<file path="config.mk">
export PLATFORM = sky130hd
export DESIGN_NAME = qpDecodeUnit
export DESIGN_NICKNAME = d
export VERILOG_FILES = /design/src/qpBusPkg.sv /design/src/qpIsaPkg.sv /design/src/qpDecodeBusPort.sv /design/src/qpDecodeRc.sv /design/src/qpDecodeSrc.sv /design/src/qpDecodeUnit.sv /design/src/qpOperandMap.sv
export SDC_FILE = /design/constraint.sdc
export NUM_CORES = 1
export LEC_CHECK = 0
export BUFFER_PORTS_ARGS = -buffer_cell sky130_fd_sc_hd__buf_2
export CORE_MARGIN = 1.5
export CORE_UTILIZATION = 40
export DETAILED_ROUTE_END_ITERATION = 8
export PLACE_DENSITY = 0.64
export SETUP_SLACK_MARGIN = 0.5
export SYNTH_ARGS = -nofsm -noshare
export SYNTH_HDL_FRONTEND = slang
export SYNTH_SLANG_ARGS = --single-unit
</file>
<file path="constraint.sdc">
create_clock -name clk -period 4.4 [get_ports clk]
set_input_delay 0.22 -clock clk [delete_from_list [all_inputs] [get_ports clk]]
set_output_delay 0.22 -clock clk [all_outputs]
set_load 0.01 [all_outputs]
</file>
<file path="src/qpBusPkg.sv">
// Wishbone classic register map of the decode unit.
// Word addressed; addresses 5 to 7 read as zero.
package qpBusPkg;

	typedef logic [2:0]  wbAddr_t;
	typedef logic [31:0] wbData_t;

	typedef enum logic [2:0] {
		REG_SLOT0 = 3'd0,
		REG_SLOT1 = 3'd1,
		// Operating mode and extension bits
		REG_CTRL  = 3'd2,
		// Ra and Rb after mapping
		REG_SRC   = 3'd3,
		// Rc, Rcc, read mask and port count
		REG_THIRD = 3'd4
	} regMap_e;

	// Field positions inside the control and readback words
	localparam int ctrlRegxLsb  = 2;
	localparam int srcRbLsb     = 16;
	localparam int thirdRccLsb  = 16;
	localparam int thirdMaskLsb = 20;
	localparam int thirdPortLsb = 24;

endpackage

</file>
<file path="src/qpIsaPkg.sv">
// Instruction word layout and register types for the specifier stage.
// Only the opcodes the decoders act on are listed here.
package qpIsaPkg;

	// Plain vectors for the widths that carry a meaning
	typedef logic [31:0] instrWord_t;
	typedef logic [8:0]  aregno_t;
	typedef logic [5:0]  fieldReg_t;
	typedef logic [1:0]  opMode_t;
	typedef logic [3:0]  regExt_t;
	typedef logic [2:0]  condCode_t;
	// Bit 0 is Ra, bit 1 is Rb, bit 2 is Rc
	typedef logic [2:0]  readMask_t;

	typedef enum logic [6:0] {
		OP_NOP   = 7'd0,
		OP_R2    = 7'd2,
		OP_SHIFT = 7'd3,
		OP_ADDI  = 7'd4,
		OP_LDO   = 7'd8,
		OP_STB   = 7'd16,
		OP_STW   = 7'd17,
		OP_STO   = 7'd18,
		// Postfix word that supplies Rc and a condition code
		OP_REGC  = 7'd127
	} opcode_e;

	// Field value that names the stack pointer in every mode
	localparam fieldReg_t spField = 6'd63;

	// Field extraction, one helper per field of the word
	function automatic opcode_e opcodeOf(instrWord_t w);
		return opcode_e'(w[6:0]);
	endfunction
	function automatic fieldReg_t rtOf(instrWord_t w);
		return w[12:7];
	endfunction
	function automatic fieldReg_t raOf(instrWord_t w);
		return w[18:13];
	endfunction
	function automatic fieldReg_t rbOf(instrWord_t w);
		return w[24:19];
	endfunction
	function automatic fieldReg_t rcOf(instrWord_t w);
		return w[30:25];
	endfunction
	function automatic logic immcOf(instrWord_t w);
		return w[31];
	endfunction
	// Rcc sits in the low three bits of the ra field of a REGC postfix
	function automatic condCode_t rccOf(instrWord_t w);
		return w[15:13];
	endfunction
	// An extension bit adds 64, which is bit 6 of the register number
	function automatic aregno_t extendReg(fieldReg_t f, logic ext);
		return {2'b00, ext, f};
	endfunction

endpackage

</file>
<file path="src/qpDecodeBusPort.sv">
// Wishbone classic slave, single cycle ack, no bursts, no err or rty.
// Writes to read-only or unmapped words are acked and dropped.
`timescale 1ns/1ps

module qpDecodeBusPort import qpIsaPkg::*, qpBusPkg::*; (
	input  logic       clk,
	input  logic       rstN,
	// Wishbone slave side
	input  logic       cyc,
	input  logic       stb,
	input  logic       we,
	input  wbAddr_t    adr,
	input  wbData_t    datIn,
	output wbData_t    datOut,
	output logic       ack,
	// Window and control towards the decoders
	output instrWord_t slot0,
	output instrWord_t slot1,
	output opMode_t    om,
	output regExt_t    regx,
	// Mapped result from the operand mapper
	input  aregno_t    ra,
	input  aregno_t    rb,
	input  aregno_t    rc,
	input  condCode_t  rcc,
	input  readMask_t  mask,
	input  logic [1:0] portCount
);

	logic    access;
	wbData_t readData;

	// A new access is taken only while ack is low, which spaces acks
	// out to one cycle each even when the master holds stb
	assign access = cyc && stb && !ack;

	// ======================================================================
	// Handshake and window registers
	// ======================================================================

	always_ff @(posedge clk or negedge rstN) begin
		if (!rstN) begin
			ack    <= 1'b0;
			datOut <= '0;
			slot0  <= '0;
			slot1  <= '0;
			om     <= '0;
			regx   <= '0;
		end else begin
			ack <= access;
			if (access && !we)
				datOut <= readData;
			// Writes land on the same edge that raises ack
			if (access && we) begin
				case (adr)
					REG_SLOT0: slot0 <= datIn;
					REG_SLOT1: slot1 <= datIn;
					REG_CTRL: begin
						om   <= datIn[1:0];
						regx <= datIn[ctrlRegxLsb +: 4];
					end
					default: begin
						// Result and unmapped words ignore the write
					end
				endcase
			end
		end
	end

	// ======================================================================
	// Readback multiplexer
	// ======================================================================

	always_comb begin
		readData = '0;
		case (adr)
			REG_SLOT0: readData = slot0;
			REG_SLOT1: readData = slot1;
			REG_CTRL: begin
				readData[1:0]              = om;
				readData[ctrlRegxLsb +: 4] = regx;
			end
			REG_SRC: begin
				readData[8:0]           = ra;
				readData[srcRbLsb +: 9] = rb;
			end
			REG_THIRD: begin
				readData[8:0]               = rc;
				readData[thirdRccLsb +: 3]  = rcc;
				readData[thirdMaskLsb +: 3] = mask;
				readData[thirdPortLsb +: 2] = portCount;
			end
			default: readData = '0;
		endcase
	end

	// Each transfer gets a single ack pulse, even with stb held high
	assert property (@(posedge clk) disable iff (!rstN) ack |=> !ack)
		else $error("qpDecodeBusPort: ack high two cycles in a row");

endmodule

</file>
<file path="src/qpDecodeRc.sv">
// Combinational Rc and Rcc decode from slot 0 and a REGC postfix in slot 1.
// A REGC postfix in slot 1 wins over whatever slot 0 holds.
`timescale 1ns/1ps

module qpDecodeRc import qpIsaPkg::*; (
	input  instrWord_t slot0,
	input  instrWord_t slot1,
	input  regExt_t    regx,
	output aregno_t    rcReg,
	output condCode_t  rcc,
	output logic       rcValid
);

	logic isRegc;

	assign isRegc = (opcodeOf(slot1) == OP_REGC);

	// ======================================================================
	// Third source selection
	// ======================================================================

	always_comb begin
		rcReg   = '0;
		rcc     = '0;
		rcValid = 1'b0;
		// An immediate third operand means no register is read
		if (!immcOf(slot0)) begin
			case (opcodeOf(slot0))
				// Stores read the data register from the rt field
				OP_STB, OP_STW, OP_STO: begin
					rcReg   = extendReg(rtOf(slot0), regx[0]);
					rcValid = 1'b1;
				end
				OP_SHIFT, OP_R2: begin
					rcReg   = extendReg(rcOf(slot0), regx[3]);
					rcValid = 1'b1;
				end
				default: begin
					rcReg   = '0;
					rcValid = 1'b0;
				end
			endcase
		end
		// The postfix names its register directly, so no extension applies
		if (isRegc) begin
			rcReg   = extendReg(rtOf(slot1), 1'b0);
			rcc     = rccOf(slot1);
			rcValid = 1'b1;
		end
	end

	// ======================================================================
	// Checks
	// ======================================================================

	// A condition code only ever comes from a postfix word
	always_comb begin
		assert (isRegc || rcc == '0)
			else $error("qpDecodeRc: Rcc set without a REGC postfix");
	end

endmodule

</file>
<file path="src/qpDecodeSrc.sv">
// Combinational Ra and Rb decode for slot 0 only.
// Unread sources come out as register zero.
`timescale 1ns/1ps

module qpDecodeSrc import qpIsaPkg::*; (
	input  instrWord_t slot0,
	input  regExt_t    regx,
	output aregno_t    raReg,
	output aregno_t    rbReg,
	output logic [1:0] srcMask
);

	logic raRead;
	logic rbRead;

	// ======================================================================
	// Which sources the opcode reads
	// ======================================================================

	always_comb begin
		raRead = 1'b0;
		rbRead = 1'b0;
		case (opcodeOf(slot0))
			// Register-register forms and stores read both sources
			OP_R2, OP_SHIFT, OP_STB, OP_STW, OP_STO: begin
				raRead = 1'b1;
				rbRead = 1'b1;
			end
			// Immediate add and load use only the base register
			OP_ADDI, OP_LDO: begin
				raRead = 1'b1;
			end
			default: begin
				raRead = 1'b0;
				rbRead = 1'b0;
			end
		endcase
	end

	// ======================================================================
	// Register numbers
	// ======================================================================

	// Regx bit 1 widens Ra and bit 2 widens Rb into the upper bank
	assign raReg = raRead ? extendReg(raOf(slot0), regx[1]) : '0;
	assign rbReg = rbRead ? extendReg(rbOf(slot0), regx[2]) : '0;

	assign srcMask = {rbRead, raRead};

	// The mapper relies on Rb never being read alone,
	// a single-source form always puts its source in Ra
	always_comb begin
		assert (!srcMask[1] || srcMask[0])
			else $error("qpDecodeSrc: Rb valid without Ra");
	end

endmodule

</file>
<file path="src/qpDecodeUnit.sv">
// Register specifier stage as a Wishbone classic slave.
// spBase sets the stack pointer of mode 0; mode m uses spBase plus m.
`timescale 1ns/1ps

module qpDecodeUnit import qpIsaPkg::*, qpBusPkg::*; #(
	parameter aregno_t spBase = 9'd65
) (
	input  logic    clk,
	input  logic    rstN,
	input  logic    cyc,
	input  logic    stb,
	input  logic    we,
	input  wbAddr_t adr,
	input  wbData_t datIn,
	output wbData_t datOut,
	output logic    ack
);

	// Window and control, held in the bus port
	instrWord_t slot0;
	instrWord_t slot1;
	opMode_t    om;
	regExt_t    regx;
	// Decoder results
	aregno_t    raField;
	aregno_t    rbField;
	logic [1:0] srcMask;
	aregno_t    rcField;
	condCode_t  rcc;
	logic       rcValid;
	// Registered result read back by the host
	aregno_t    ra;
	aregno_t    rb;
	aregno_t    rc;
	condCode_t  rccOut;
	readMask_t  mask;
	logic [1:0] portCount;

	qpDecodeBusPort uBusPort (
		.clk(clk), .rstN(rstN),
		.cyc(cyc), .stb(stb), .we(we), .adr(adr), .datIn(datIn),
		.datOut(datOut), .ack(ack),
		.slot0(slot0), .slot1(slot1), .om(om), .regx(regx),
		.ra(ra), .rb(rb), .rc(rc), .rcc(rccOut), .mask(mask), .portCount(portCount)
	);

	// Both decoders look at the same window in parallel
	qpDecodeSrc uDecodeSrc (
		.slot0(slot0), .regx(regx),
		.raReg(raField), .rbReg(rbField), .srcMask(srcMask)
	);

	qpDecodeRc uDecodeRc (
		.slot0(slot0), .slot1(slot1), .regx(regx),
		.rcReg(rcField), .rcc(rcc), .rcValid(rcValid)
	);

	qpOperandMap #(.spBase(spBase)) uOperandMap (
		.clk(clk), .rstN(rstN),
		.raReg(raField), .rbReg(rbField), .srcMask(srcMask),
		.rcReg(rcField), .rcc(rcc), .rcValid(rcValid), .om(om),
		.ra(ra), .rb(rb), .rc(rc), .rccOut(rccOut), .mask(mask), .portCount(portCount)
	);

endmodule

</file>
<file path="src/qpOperandMap.sv">
// Stack pointer substitution, read mask and port count, registered once.
// Results lag the decoder inputs by exactly one clock.
`timescale 1ns/1ps

module qpOperandMap import qpIsaPkg::*; #(
	parameter aregno_t spBase = 9'd65
) (
	input  logic       clk,
	input  logic       rstN,
	input  aregno_t    raReg,
	input  aregno_t    rbReg,
	input  logic [1:0] srcMask,
	input  aregno_t    rcReg,
	input  condCode_t  rcc,
	input  logic       rcValid,
	input  opMode_t    om,
	output aregno_t    ra,
	output aregno_t    rb,
	output aregno_t    rc,
	output condCode_t  rccOut,
	output readMask_t  mask,
	output logic [1:0] portCount
);

	readMask_t  maskNext;
	aregno_t    raMap;
	aregno_t    rbMap;
	aregno_t    rcMap;
	logic [1:0] countNext;

	// Field 63 names the stack pointer whether or not it was extended,
	// so 63 and 127 both map to the per-mode copy
	function automatic aregno_t mapSp(aregno_t r, logic valid, opMode_t m);
		if (valid && r[8:7] == 2'b00 && r[5:0] == spField)
			return spBase + aregno_t'(m);
		return r;
	endfunction

	assign maskNext = {rcValid, srcMask};

	assign raMap = mapSp(raReg, maskNext[0], om);
	assign rbMap = mapSp(rbReg, maskNext[1], om);
	assign rcMap = mapSp(rcReg, maskNext[2], om);

	// ======================================================================
	// Distinct read ports
	// ======================================================================

	// Count after substitution, as two fields naming 63 and 127 share
	// one stack pointer and therefore one port
	always_comb begin
		countNext = 2'd0;
		if (maskNext[0])
			countNext = countNext + 2'd1;
		if (maskNext[1] && !(maskNext[0] && rbMap == raMap))
			countNext = countNext + 2'd1;
		if (maskNext[2] && !(maskNext[0] && rcMap == raMap)
				&& !(maskNext[1] && rcMap == rbMap))
			countNext = countNext + 2'd1;
	end

	always_ff @(posedge clk or negedge rstN) begin
		if (!rstN) begin
			ra        <= '0;
			rb        <= '0;
			rc        <= '0;
			rccOut    <= '0;
			mask      <= '0;
			portCount <= 2'd0;
		end else begin
			ra        <= raMap;
			rb        <= rbMap;
			rc        <= rcMap;
			rccOut    <= rcc;
			mask      <= maskNext;
			portCount <= countNext;
		end
	end

	// The register file is never asked for more ports than operands
	assert property (@(posedge clk) disable iff (!rstN)
		portCount <= 2'($countones(mask)))
		else $error("qpOperandMap: port count %0d above mask %b", portCount, mask);

endmodule

</file>
==> impl_results.md <==
- Pwr Total: 3710 µW
- Placer Congestion: 0.882
- Final period utilization: 0.739
- R2r worst-path depth: 11
- Commonest cells after routing, fill and taps aside: 132 x dfrtp_1, 71 x mux2_2, 71 x buf_2
- DRT iter0 DRCs: 244
- Total grt overflow: 0
- Cells after Synth: 552
- Die area: 16900 µm²
- CP max FO: 10
- RSZ-0062 raised after global routing: no
- Switching power: 1070 µW
- Max Fclk: 0.307 GHz
- Root Driver: clkbuf_16
- Flop pwr share: 0.423
- Mux contribution to synthesized area: 0.183
- Number of global-route vias before repair: 4794
- Chip Width: between 100 and 150 µm
- Post-synth EDFFs: 0
- Most common cell after layout, fill and taps aside: dfrtp_1
- Clock Power Share: 0.403
- Largest family of logic cells by synthesized area: multiplexers
- Critical path cell sequence: or3b_1 -> a211oi_1 -> o21a_1 -> nand3_1 -> xnor2_1 -> nand3_1 -> o41ai_1 -> a21oi_1 -> o31a_1 -> ha_1 -> xor2_1
- Inserted Diodes: 0
- Crit path top cell by count: nand3_1
- CTS H-tree lvls: 4
- Routed len/inst: 20.6 µm
- Worst vdd ir: 0.000254 V
- Slew Limit Fails: 0
- Worst EP arrival: ~3500 ps
- Outcome: finished, final reports clean
- Clock buffer depth: 2
- Clk_lat worst skew: between 400 and 500 ps
- Final Setup Violations: 0
- Die H: 130 µm
- Leakage: 0.00358 µW
- Pin count of the biggest net entering global routing: 68
- Num CTS Buffers: 17
- Synth Register Bits: 132
- Routed Antenna Nets: 0
- Initial core utilization: 0.408
- Clk sink count: 132
- Vias per cell: 5.49
- Critical path's slowest cell: dfrtp_1
- Number of remaining DRC errors: 0
- Max Cap Violations: 0
- Post-Synth Simple-Gate Area: 0.101
- Worst slew pin tran: 1120 ps
- Synth-to-Final Area Change: 17.8%
- Fin nets: 655
- Post-synthesis xor/xnor area fraction: 0.0204
- Setup Skew: between 9 and 10 ps
- CP required: 4690 ps
- Dpl cells: about 810
- Hold Vio Cnt, Final: 0
- HPWL after DPL: 12400 µm
- Hold Crit Class: in2reg
- Crit path kind: reg2reg
- Io pins: 73
- Synthesis warning total: 0
- R2r endpoint: uOperandMap.portCount[0]$_DFF_PN0_
- Std cell rows: 46
- Combinational share of power: 0.174
- Synth cell types: 63
- FILL cells: 1445
- Endpoint class of the critical path: flip-flop
- Worst Hold End: uBusPort.slot0[21]$_DFFE_PN0P_
- Post-CTS setup buffers: 0
- Post-synth ARST share: 1.00
- Sw Ratio: 0.288
- Rel. slew slack: 0.249
- Synthesized-area fraction occupied by adder cells: 0.00582
- Worst r2r src: uBusPort.slot0[1]$_DFFE_PN0P_
- Core Area: roughly 16000 µm²
- TNS Setup: 0 ps
- Syn Std Cell Area: around 6500 µm²
- Cell area power density: 488 nW/µm²
- Ys flop type: dfrtp_1
- Worst Hold Path Cells: 2
- Startpoint class of the critical path: flip-flop
- CTS tree: done
- GRT Total Usage: 0.219
- Antenna violations before repair: 0
- Layout cells sized above 1: 0.312
- Slowest stage delay, CP: between 400 and 500 ps
- TritonRoute pass-1 iters: 4
- Synthesized area per cell: 11.7 µm²
- Finished Layout Cells: about 840
- CTS clk-pin slew, worst paths: about 60 ps
- Fin util: 0.480
- Compound-Gate Fraction of Synth Area: 0.146
- Sequential area share after synthesis: 0.512
- Input/output buffers: 72
- Pint: 2640 µW
- First-pass GRT wire length: ~27000 µm
- Total detailed-routing wirelength: ~17000 µm
- Via Count: 4617
- Final min period: 3250 ps
- Mapped Nets: 595
- R2r setup slk: 1150 ps
- Worst hold start: datIn[21]
## power by group through the flow
stage	Clock (µW)	Sequential, µW	Combinational, µW
2_1_floorplan	0	1520	472
3_3_place_gp	0	1580	634
3_5_place_dp	0	1590	647
4_1_cts	1520	1570	651
5_1_grt	1570	1590	714
6_report	1490	1570	646
## flip-flops by register name (all words and copies together), names as in the netlist
register and count:
uBusPort.slot0 32, uBusPort.om 2, uOperandMap.rc 7, uOperandMap.rccOut 3
uOperandMap.mask 3, uOperandMap.rb 7, uBusPort.ack 1, uOperandMap.ra 7
uOperandMap.portCount 2, uBusPort.slot1 32, uBusPort.regx 4, uBusPort.datOut 32
## area by class of cell
| type | count | area, µm² | share of cell area |
|---|---|---|---|
| inverter | 14 | 55.1 | 0.00725 |
| tap | 216 | 270 | 0.0356 |
| sequential | 132 | 3300 | 0.435 |
| timing repair buffer | 75 | 400 | 0.0527 |
| clock buffer | 18 | 439 | 0.0578 |
| clock inverter | 14 | 185 | 0.0244 |
| multi-input combinational | 372 | 2940 | 0.388 |
## how the worst max path moves through the flow
stage	startpoint	to	slack, ps	cells after the start
finish	uBusPort.slot0[1]$_DFFE_PN0P_	uOperandMap.portCount[0]$_DFF_PN0_	1150	11
global route	uBusPort.slot0[1]$_DFFE_PN0P_	uOperandMap.portCount[0]$_DFF_PN0_	940	11
CTS	uBusPort.slot0[1]$_DFFE_PN0P_	uOperandMap.portCount[0]$_DFF_PN0_	1130	11
detailed placement	uBusPort.slot0[1]$_DFFE_PN0P_	uOperandMap.portCount[0]$_DFF_PN0_	1130	11
global placement	uBusPort.slot0[1]$_DFFE_PN0P_	uOperandMap.portCount[0]$_DFF_PN0_	1240	11
floorplan	uBusPort.slot0[1]$_DFFE_PN0P_	uOperandMap.portCount[0]$_DFF_PN0_	1630	13
## metal layers
metal / global-route usage / vias up / wire length (µm)
met5: 0 / - / 0
met4: 0.0889 / 0 / 375
met3: 0.0504 / 24 / 840
met2: 0.347 / 130 / 8230
met1: 0.290 / 2323 / 7880
li1: - / 2140 / -
## cells in the mapped netlist, types with 4 or more instances
cell type | n | share of area
dfrtp_1 | 132 | 0.51
xnor2_1 | 9 | 0.012
a21oi_1 | 18 | 0.014
inv_1 | 13 | 0.0076
mux2i_1 | 38 | 0.059
o21ai_0 | 18 | 0.014
nor2b_1 | 5 | 0.0048
xor2_1 | 6 | 0.0081
clkbuf_1 | 21 | 0.012
o22ai_1 | 7 | 0.0068
a22oi_1 | 8 | 0.0093
o31ai_1 | 19 | 0.022
nand4_1 | 4 | 0.0039
buf_1 | 7 | 0.0041
nand3_1 | 9 | 0.0070
and3_1 | 11 | 0.011
nand2_1 | 41 | 0.024
nor2_1 | 30 | 0.017
a22o_1 | 16 | 0.022
nand2b_1 | 4 | 0.0039
mux2_2 | 71 | 0.12
## logic make-up after synthesis
family | after synthesis
DFF | 132
and+or+nand+nor | 126
AOI/OAI and AO/OA | 119
muxes | 109
buffers and inverters | 48
xor gates and xnor gates | 15
adders and majority gates | 3
## repair_timing
action / CTS / global route
gates resized for setup: 0 / 0
hold buffers: 1 / 0
endpoints found under the hold margin: 65 / 0
## metrics by stage
step,cell area [µm²],hold slack (ps),setup WS [ps]
6_report,7600,42.9,1150
2_1_floorplan,6450,-75.6,1630
5_1_grt,7600,31.2,944
4_1_cts,7600,28.1,1130
3_5_place_dp,6960,398,1130
3_3_place_gp,6960,378,1240
## worst max-delay path: cells and delay by family, from the launching register on
family / cells / cell delay, ps
compound gates: 5 / 1150
simple gates: 3 / 810
flops: 1 / 480
xor+xnor: 2 / 390
fa+ha+maj: 1 / 280
(Power assumes the default switching activity.)
